==> src/include/timeplt_macros.svh <==
// Time Pilot I/O constants for key codes, PLL reconfiguration, DIP loading and colour weights
`ifndef TIMEPLT_MACROS_SVH
`define TIMEPLT_MACROS_SVH

// ==================================================
// PS/2 set 2 scan codes for the cabinet keys
// ==================================================
`define KEY_CODE_1     8'h16
`define KEY_CODE_2     8'h1E
`define KEY_CODE_5     8'h2E
`define KEY_CODE_6     8'h36
`define KEY_CODE_9     8'h46
`define KEY_CODE_P     8'h4D
// Arrow keys arrive with the extended flag, which is not decoded
`define KEY_CODE_UP    8'h75
`define KEY_CODE_DOWN  8'h72
`define KEY_CODE_LEFT  8'h6B
`define KEY_CODE_RIGHT 8'h74
`define KEY_CODE_CTRL  8'h14

// PLL reconfiguration registers and fractional multiplier values
`define PLL_ADDR_MODE    6'd0
`define PLL_ADDR_MFRAC   6'd7
`define PLL_ADDR_START   6'd2
`define PLL_MFRAC_NATIVE 32'd3639383488
`define PLL_MFRAC_UNDER  32'd3262113561

// Download index carrying the DIP switch bytes
`define DIP_INDEX 8'd254

// Resistor ladder weights, bit 0 up to bit 4
`define COLOR_W0 8'h19
`define COLOR_W1 8'h24
`define COLOR_W2 8'h35
`define COLOR_W3 8'h40
`define COLOR_W4 8'h4D

`endif

==> src/source/timeplt_pkg.sv <==
// Shared types of the Time Pilot control and video glue
`include "timeplt_macros.svh"

package timeplt_pkg;

	// Keyboard event word, toggle flips once per event
	typedef struct packed {
		logic       toggle;
		logic       pressed;
		logic       extended;
		logic [7:0] code;
	} ps2_key_t;

	// Host joystick word, bit 0 is right
	typedef struct packed {
		logic [6:0] spare;
		logic       pause;
		logic       start2;
		logic       coin1;
		logic       start1;
		logic       fire;
		logic       up;
		logic       down;
		logic       left;
		logic       right;
	} joystick_t;

	// ==================================================
	// Cabinet side, every bit active low
	// coin and start are {player 2, player 1}
	// joystick nibbles are {right, left, down, up}
	// ==================================================
	typedef struct packed {
		logic [1:0] coin;
		logic [1:0] start;
		logic [3:0] p1_joy;
		logic [3:0] p2_joy;
		logic       p1_fire;
		logic       p2_fire;
		logic       service;
		logic       pause;
	} cabinet_t;

	// Download stream beat
	typedef struct packed {
		logic        wr;
		logic [7:0]  index;
		logic [24:0] addr;
		logic [7:0]  data;
	} download_t;

	typedef struct packed {
		logic [4:0] r;
		logic [4:0] g;
		logic [4:0] b;
	} rgb5_t;

	typedef struct packed {
		logic [7:0] r;
		logic [7:0] g;
		logic [7:0] b;
	} rgb8_t;

	// PLL configuration port, write side
	typedef struct packed {
		logic        write;
		logic [5:0]  address;
		logic [31:0] data;
	} pll_wr_t;

	// Sequencer steps, encoded so that +1 walks the sequence and wraps to IDLE
	typedef enum logic [2:0] {
		IDLE, MODE, WAIT2, WAIT3, WAIT4, MFRAC, WAIT6, START
	} seq_step_e;

	typedef enum logic [7:0] {
		KEY_START1  = `KEY_CODE_1,
		KEY_START2  = `KEY_CODE_2,
		KEY_COIN1   = `KEY_CODE_5,
		KEY_COIN2   = `KEY_CODE_6,
		KEY_SERVICE = `KEY_CODE_9,
		KEY_PAUSE   = `KEY_CODE_P,
		KEY_UP      = `KEY_CODE_UP,
		KEY_DOWN    = `KEY_CODE_DOWN,
		KEY_LEFT    = `KEY_CODE_LEFT,
		KEY_RIGHT   = `KEY_CODE_RIGHT,
		KEY_FIRE    = `KEY_CODE_CTRL
	} key_code_e;

endpackage

==> src/source/cabinet_input_mapper.sv <==
// Cabinet input mapper that merges held keyboard buttons with the joysticks into active-low inputs
`timescale 1ns/1ps

module cabinet_input_mapper import timeplt_pkg::*; (
	input  logic      CLK_49M,
	input  logic      rst,
	input  ps2_key_t  ps2_key,
	input  joystick_t joy0,
	input  joystick_t joy1,
	output cabinet_t  cab
);

	// Held key state where 1 means pressed
	typedef struct packed {
		logic start1;
		logic start2;
		logic coin1;
		logic coin2;
		logic service;
		logic pause;
		logic up;
		logic down;
		logic left;
		logic right;
		logic fire;
	} key_btn_t;

	ps2_key_t  ps2_q;
	logic      toggle_prev;
	logic      key_event;
	key_btn_t  btn;
	key_btn_t  btn_next;
	joystick_t joy_any;
	cabinet_t  cab_next;

	// ==================================================
	// Keyboard event capture
	// ==================================================
	always_ff @(posedge CLK_49M) begin
		if (rst) begin
			ps2_q       <= '0;
			toggle_prev <= 1'b0;
		end else begin
			ps2_q       <= ps2_key;
			toggle_prev <= ps2_q.toggle;
		end
	end

	// Any flip of the toggle bit is one event
	assign key_event = ps2_q.toggle != toggle_prev;

	// Next button state where unknown codes leave the buttons as they are
	always_comb begin
		btn_next = btn;
		if (key_event) begin
			case (ps2_q.code)
				KEY_START1:  btn_next.start1  = ps2_q.pressed;
				KEY_START2:  btn_next.start2  = ps2_q.pressed;
				KEY_COIN1:   btn_next.coin1   = ps2_q.pressed;
				KEY_COIN2:   btn_next.coin2   = ps2_q.pressed;
				KEY_SERVICE: btn_next.service = ps2_q.pressed;
				KEY_PAUSE:   btn_next.pause   = ps2_q.pressed;
				KEY_UP:      btn_next.up      = ps2_q.pressed;
				KEY_DOWN:    btn_next.down    = ps2_q.pressed;
				KEY_LEFT:    btn_next.left    = ps2_q.pressed;
				KEY_RIGHT:   btn_next.right   = ps2_q.pressed;
				KEY_FIRE:    btn_next.fire    = ps2_q.pressed;
				default: ;
			endcase
		end
	end

	// ==================================================
	// Merge with joysticks
	// ==================================================
	// Start, coin and pause are shared by both sticks
	assign joy_any = joystick_t'(joy0 | joy1);

	always_comb begin
		cab_next.coin    = ~{btn_next.coin2, btn_next.coin1 | joy_any.coin1};
		cab_next.start   = ~{btn_next.start2 | joy_any.start2, btn_next.start1 | joy_any.start1};
		// Keyboard arrows drive both players
		cab_next.p1_joy  = ~{btn_next.right | joy0.right, btn_next.left | joy0.left,
			btn_next.down | joy0.down, btn_next.up | joy0.up};
		cab_next.p2_joy  = ~{btn_next.right | joy1.right, btn_next.left | joy1.left,
			btn_next.down | joy1.down, btn_next.up | joy1.up};
		cab_next.p1_fire = ~(btn_next.fire | joy0.fire);
		cab_next.p2_fire = ~(btn_next.fire | joy1.fire);
		cab_next.service = ~btn_next.service;
		cab_next.pause   = ~(btn_next.pause | joy_any.pause);
	end

	// Buttons and cabinet word share one stage
	always_ff @(posedge CLK_49M) begin
		if (rst) begin
			btn <= '0;
			cab <= '1;
		end else begin
			btn <= btn_next;
			cab <= cab_next;
		end
	end

endmodule

==> src/source/color_weighting.sv <==
// Colour weighting, 5-bit channels to 8-bit levels through the resistor ladder weights
`timescale 1ns/1ps

module color_weighting import timeplt_pkg::*; (
	input  logic  CLK_49M,
	input  logic  rst,
	input  rgb5_t rgb_in,
	output rgb8_t rgb_out
);

	// Sum of the weights of all set bits
	function automatic logic [7:0] weigh(input logic [4:0] lvl);
		logic [7:0] acc;
		acc = '0;
		if (lvl[0])
			acc = acc + `COLOR_W0;
		if (lvl[1])
			acc = acc + `COLOR_W1;
		if (lvl[2])
			acc = acc + `COLOR_W2;
		if (lvl[3])
			acc = acc + `COLOR_W3;
		if (lvl[4])
			acc = acc + `COLOR_W4;
		return acc;
	endfunction

	// Full scale adds up to exactly FFh, no overflow
	always_ff @(posedge CLK_49M) begin
		if (rst) begin
			rgb_out <= '0;
		end else begin
			rgb_out.r <= weigh(rgb_in.r);
			rgb_out.g <= weigh(rgb_in.g);
			rgb_out.b <= weigh(rgb_in.b);
		end
	end

endmodule

==> src/source/dip_switch_loader.sv <==
// DIP switch loader, captures the two switch bytes from the download stream
`timescale 1ns/1ps

module dip_switch_loader import timeplt_pkg::*; (
	input  logic        CLK_49M,
	input  logic        rst,
	input  download_t   dl,
	output logic [15:0] dip_sw
);

	logic [7:0] dip_lo;
	logic [7:0] dip_hi;
	logic       dip_hit;

	// Only addresses 0 and 1 of the DIP index land here
	assign dip_hit = dl.wr && (dl.index == `DIP_INDEX) && (dl.addr[24:1] == '0);

	always_ff @(posedge CLK_49M) begin
		if (rst) begin
			dip_lo <= '0;
			dip_hi <= '0;
		end else if (dip_hit) begin
			if (dl.addr[0])
				dip_hi <= dl.data;
			else
				dip_lo <= dl.data;
		end
	end

	// Switches are active low on the board
	assign dip_sw = ~{dip_hi, dip_lo};

endmodule

==> src/source/pll_underclock_seq.sv <==
// PLL underclock sequencer, reprograms the pixel PLL when the underclock setting changes
`timescale 1ns/1ps

module pll_underclock_seq import timeplt_pkg::*; (
	input  logic    CLK_49M,
	input  logic    rst,
	input  logic    underclock,
	input  logic    pll_waitrequest,
	output pll_wr_t pll_wr
);

	logic      uc_s1;
	logic      uc_s2;
	logic      uc_applied;
	seq_step_e step;

	// ==================================================
	// Setting filter and write sequence
	// ==================================================
	always_ff @(posedge CLK_49M) begin
		if (rst) begin
			uc_s1      <= 1'b0;
			uc_s2      <= 1'b0;
			uc_applied <= 1'b0;
			step       <= IDLE;
			pll_wr     <= '0;
		end else begin
			uc_s1 <= underclock;
			uc_s2 <= uc_s1;

			// Two equal samples that differ from what the PLL runs now
			if (step == IDLE && uc_s1 == uc_s2 && uc_s2 != uc_applied) begin
				step       <= MODE;
				uc_applied <= uc_s2;
			end

			// Stalled port holds step and the pending write as they are
			if (!pll_waitrequest) begin
				pll_wr.write <= 1'b0;
				if (step != IDLE)
					step <= seq_step_e'(step + 3'd1);
				case (step)
					MODE: begin
						pll_wr.write   <= 1'b1;
						pll_wr.address <= `PLL_ADDR_MODE;
						pll_wr.data    <= '0;
					end
					MFRAC: begin
						pll_wr.write   <= 1'b1;
						pll_wr.address <= `PLL_ADDR_MFRAC;
						pll_wr.data    <= uc_applied ? `PLL_MFRAC_UNDER : `PLL_MFRAC_NATIVE;
					end
					// Start write ends the sequence
					START: begin
						pll_wr.write   <= 1'b1;
						pll_wr.address <= `PLL_ADDR_START;
						pll_wr.data    <= '0;
					end
					default: ;
				endcase
			end
		end
	end

endmodule

==> src/source/timeplt_io_top.sv <==
// Time Pilot I/O top, cabinet inputs, DIP switches, PLL underclock and colour output
`timescale 1ns/1ps

module timeplt_io_top import timeplt_pkg::*; (
	input  logic        CLK_49M,
	input  logic        rst,
	input  ps2_key_t    ps2_key,
	input  joystick_t   joy0,
	input  joystick_t   joy1,
	input  download_t   dl,
	input  logic        underclock,
	input  logic        pll_waitrequest,
	input  rgb5_t       rgb_in,
	output cabinet_t    cab,
	output logic [15:0] dip_sw,
	output pll_wr_t     pll_wr,
	output rgb8_t       rgb_out
);

	// ==================================================
	// Input side
	// ==================================================
	cabinet_input_mapper u_cabinet_input_mapper (
		.CLK_49M (CLK_49M),
		.rst     (rst),
		.ps2_key (ps2_key),
		.joy0    (joy0),
		.joy1    (joy1),
		.cab     (cab)
	);

	dip_switch_loader u_dip_switch_loader (
		.CLK_49M (CLK_49M),
		.rst     (rst),
		.dl      (dl),
		.dip_sw  (dip_sw)
	);

	// PLL management port runs on the pixel clock here
	pll_underclock_seq u_pll_underclock_seq (
		.CLK_49M         (CLK_49M),
		.rst             (rst),
		.underclock      (underclock),
		.pll_waitrequest (pll_waitrequest),
		.pll_wr          (pll_wr)
	);

	// Output side
	color_weighting u_color_weighting (
		.CLK_49M (CLK_49M),
		.rst     (rst),
		.rgb_in  (rgb_in),
		.rgb_out (rgb_out)
	);

endmodule

==> config.mk <==
export PLATFORM = sky130hd
export DESIGN_NAME = timeplt_io_top
export DESIGN_NICKNAME = d
export VERILOG_FILES = /design/src/source/timeplt_pkg.sv /design/src/source/cabinet_input_mapper.sv /design/src/source/color_weighting.sv /design/src/source/dip_switch_loader.sv /design/src/source/pll_underclock_seq.sv /design/src/source/timeplt_io_top.sv
export VERILOG_INCLUDE_DIRS = /design/src /design/src/include
export SDC_FILE = /design/constraint.sdc
export NUM_CORES = 1
export LEC_CHECK = 0
export BUFFER_PORTS_ARGS = -buffer_cell sky130_fd_sc_hd__buf_2
export CAP_MARGIN = 20
export CORE_MARGIN = 8
export CORE_UTILIZATION = 35
export CTS_CLUSTER_DIAMETER = 200
export DETAILED_ROUTE_END_ITERATION = 16
export PLACE_DENSITY_LB_ADDON = 0.25
export SLEW_MARGIN = 20
export SYNTH_ARGS = -nofsm -noshare
export SYNTH_HDL_FRONTEND = slang
export SYNTH_SLANG_ARGS = --single-unit
==> constraint.sdc <==
create_clock -name CLK_49M -period 4.8 [get_ports CLK_49M]
set_input_delay 0.24 -clock CLK_49M [delete_from_list [all_inputs] [get_ports CLK_49M]]
set_output_delay 0.24 -clock CLK_49M [all_outputs]
set_load 0.01 [all_outputs]
==> reports/qor.log <==
qor: critical_path.required 5060 ps
qor: timing.clock_skew 7.19 ps
qor: timing.fmax 464 MHz
qor: global_route.grt_max_degree 53
qor: clock_tree.ctsLongestPathBuffers 2
qor: timing.slew-limit-headroom 29.3%
qor: route.routed-via-count 3766
qor: critical_path.arrival 2410 ps
qor: pwr.peakVddDrop 0.129 mV
qor: clock_tree.cts-resized-gates 0
qor: clock_tree.cts_root_buffer clkbuf_16
qor: floorplanning.initial_core_utilization 35.4%
qor: finish.num-nets-final 765
qor: finish.final.fill_count 1227
qor: synthesis.async_reset_ff_share 0%
qor: clock_tree.cts_tree done
qor: floorplanning.top_level_ports 199
qor: global_route.track_usage 12.9%
qor: timing.hold_violations 0
qor: global_route.grt_pass1_wl 17.4 mm
qor: place.io_buffer_count 172
qor: clock_tree.cts.clk_slew.worst_paths 60 ps
qor: clock_tree.cts.htree.levels 3
qor: finish.drive_above_1_share 31.9%
qor: clock_tree.cts.hold.buffers_added 0
qor: route.mean_routed_wirelength_per_cell 13.1 µm
qor: run_status.status completed
qor: floorplanning.design.die.area 0.0165 mm²
qor: synthesis.synth_unique_cells 56
qor: timing.fin_tns_setup 0 ps
qor: synthesis.most_used_flip_flop_cell_after_synthesis dfxtp_1
qor: synthesis.ys_ff_latch 89
qor: synthesis.postSynthAreaPerCell 8.86 µm²
qor: critical_path.crit_path_end_kind flop
qor: clock_tree.cts.repair_timing.setup_buffer_count 0
qor: clock_tree.numCtsBuffers 9
qor: timing.fin_crit 2160 ps
qor: finish.diodes 0
qor: pwr.leakagePower 2.57 nW
qor: clock_tree.clock_sinks 89
qor: place.hpwlAfterDp 8.29 mm
qor: global_route.grt-ovfl-total 0
qor: route.route.detailed.drc 0
qor: timing.transition_time_of_the_tightest_slew_check_pin 1050 ps
qor: floorplanning.fp.dieW 128 µm
qor: timing.timing_max_transition_violations_final 0
qor: timing.final_min_period_over_clock_period 44.9%
qor: synthesis.post_synth_edffs 0
qor: floorplanning.die_y 128 µm
qor: global_route.antenna_found_initial 0
qor: flow_run.max-cap-violations 0
qor: synthesis.yosys_warning_total 0
qor: pwr.power_density 332 mW/mm²
qor: floorplanning.core_region_area 0.0125 mm²
qor: critical_path.worst-setup-path-type input pin to flop
qor: route.detailedRoute.firstPassIterationCount 4
qor: route.routed_via_density 4.63
qor: synthesis.syn_area 0.00441 mm²
qor: min_path.hold_path.class input pin to flop
qor: timing.grt_setup_unrepaired false
qor: pwr.totalPowerFinal 0.00183 W
qor: finish.finish.utilization 44.2%
qor: route.drt_iter0_drc 184
qor: synthesis.syn-instance-count 498
qor: clock_tree.clkLatencyLatePin 340 ps
qor: route.finalWirelength 10.7 mm
qor: finish.layout.cells.most_common_list buf_2 (172), dfxtp_1 (89), nand2_1 (43)
qor: finish.areaGrowthSynthToFinish 25.0%
qor: synthesis.synth.yosys.seq_area_share 40.4%
qor: critical_path.critical_path.max_fanout 8
qor: route.antenna_violating_nets_post_route 0
qor: critical_path.startpoint_type input pin
qor: timing.setup_violators_final 0
qor: place.gp_congestion 0.796
qor: floorplanning.fp-row-count 41
qor: finish.final_common_cell buf_2
qor: global_route.grt_pass1_vias 3814
## worst max-delay path, cell delays in order
cell and delay [ps]:
buf_2 160, inv_1 100, ha_1 350, nand2_1 90, a21boi_0 260, ha_1 200
a21boi_0 440, a21oi_1 100, or3_1 330, a21oi_1 140
## kinds of logic (layout without fill, tap and decap cells)
family | after synthesis | count (layout) | synth area share [%]
AOI/OAI and AO/OA | 89 | 89 | 13.2
xor gates and xnor gates | 12 | 12 | 2.38
adders and majority gates | 23 | 23 | 6.52
buffers and inverters | 93 | 227 | 11.0
DFF | 89 | 89 | 40.4
muxes | 25 | 25 | 5.78
other | 1 | 11 | 0.0850
and+or+nand+nor | 166 | 166 | 20.7
## metrics by stage
step,worst slack [ps],cell area [µm²],hold WS (ps),cells
final,2640,5520,82.3,814
after global routing,2350,5520,88.3,814
after CTS,2640,5520,69.3,814
after detailed placement,2320,5190,429,799
after global placement,2350,5190,427,799
after floorplan,2820,4450,332,508
## flip-flops by register name, indices dropped and copies added, names as in the netlist, 3 cells and up
name / cells
u_color_weighting.rgb_out: 24
u_pll_underclock_seq.step: 3
u_dip_switch_loader.dip_hi: 8
u_dip_switch_loader.dip_lo: 8
u_cabinet_input_mapper.ps2_q: 10
u_cabinet_input_mapper.cab: 16
u_cabinet_input_mapper.btn: 11
u_pll_underclock_seq.pll_wr: 5
## report_power, final
group | switching (W) | internal [W] | leakage, nW
Sequential | 0.0000211 | 0.000778 | 0.732
Combinational | 0.000158 | 0.000127 | 1.68
Clock | 0.000281 | 0.000469 | 0.156
## Yosys cell counts, drive strengths merged, types with 3 or more instances
| master | instances | share of area, % |
|---|---|---|
| nor2 | 35 | 3.0 |
| nand3b | 3 | 0.51 |
| nand2b | 4 | 0.57 |
| and3b | 4 | 0.79 |
| mux2i | 21 | 4.8 |
| a31oi | 4 | 0.57 |
| a31o | 4 | 0.79 |
| nor3 | 5 | 0.57 |
| and2 | 7 | 0.99 |
| xnor2 | 11 | 2.2 |
| a311oi | 7 | 1.4 |
| dfxtp | 89 | 40 |
| buf | 35 | 6.0 |
| nor2b | 17 | 2.4 |
| nand2 | 43 | 3.7 |
| and3 | 3 | 0.43 |
| inv | 38 | 3.2 |
| ha | 23 | 6.5 |
| or3 | 6 | 0.85 |
| a21oi | 24 | 2.7 |
| nor4bb | 4 | 0.91 |
| mux2 | 4 | 1.0 |
| nand3 | 7 | 0.79 |
| o21a | 7 | 1.2 |
| nor4 | 5 | 1.3 |
| o21ai | 23 | 2.6 |
| nand4 | 9 | 1.3 |
| a21o | 3 | 0.51 |
| nor4b | 3 | 0.60 |
| clkbuf | 19 | 1.6 |
## cell type report
| class | instances | area (µm²) | share of cell area, % |
|---|---|---|---|
| sequential | 89 | 1780 | 32.3 |
| multi-input combinational | 326 | 2180 | 39.6 |
| inverter | 39 | 146 | 2.65 |
| timing repair buffer | 173 | 868 | 15.7 |
| clock inverter | 4 | 77.6 | 1.41 |
| clock buffer | 11 | 243 | 4.40 |
| tap | 172 | 215 | 3.90 |
## routing by layer
layer | vias up | wire, µm | track usage, %
met1 | 1680 | 4540 | 14.5
met4 | 0 | 185 | 5.66
met3 | 13 | 902 | 4.49
met5 | - | 0 | 0
li1 | 1943 | - | -
met2 | 130 | 5080 | 21.6
## path summary, 6_finish.rpt
path	startpoint	end	slack, ps	cells after the start
hold / removal	joy0[4]	u_cabinet_input_mapper.cab[3]	80	2
hold reg to reg	u_dip_switch_loader.dip_lo[1]	u_dip_switch_loader.dip_lo[1]	460	2
setup / recovery	rgb_in[10]	u_color_weighting.rgb_out[22]	2640	10
setup reg to reg	u_cabinet_input_mapper.ps2_q[5]	u_cabinet_input_mapper.cab[12]	2800	4
Note: power is estimated with default switching activity, not from simulation.
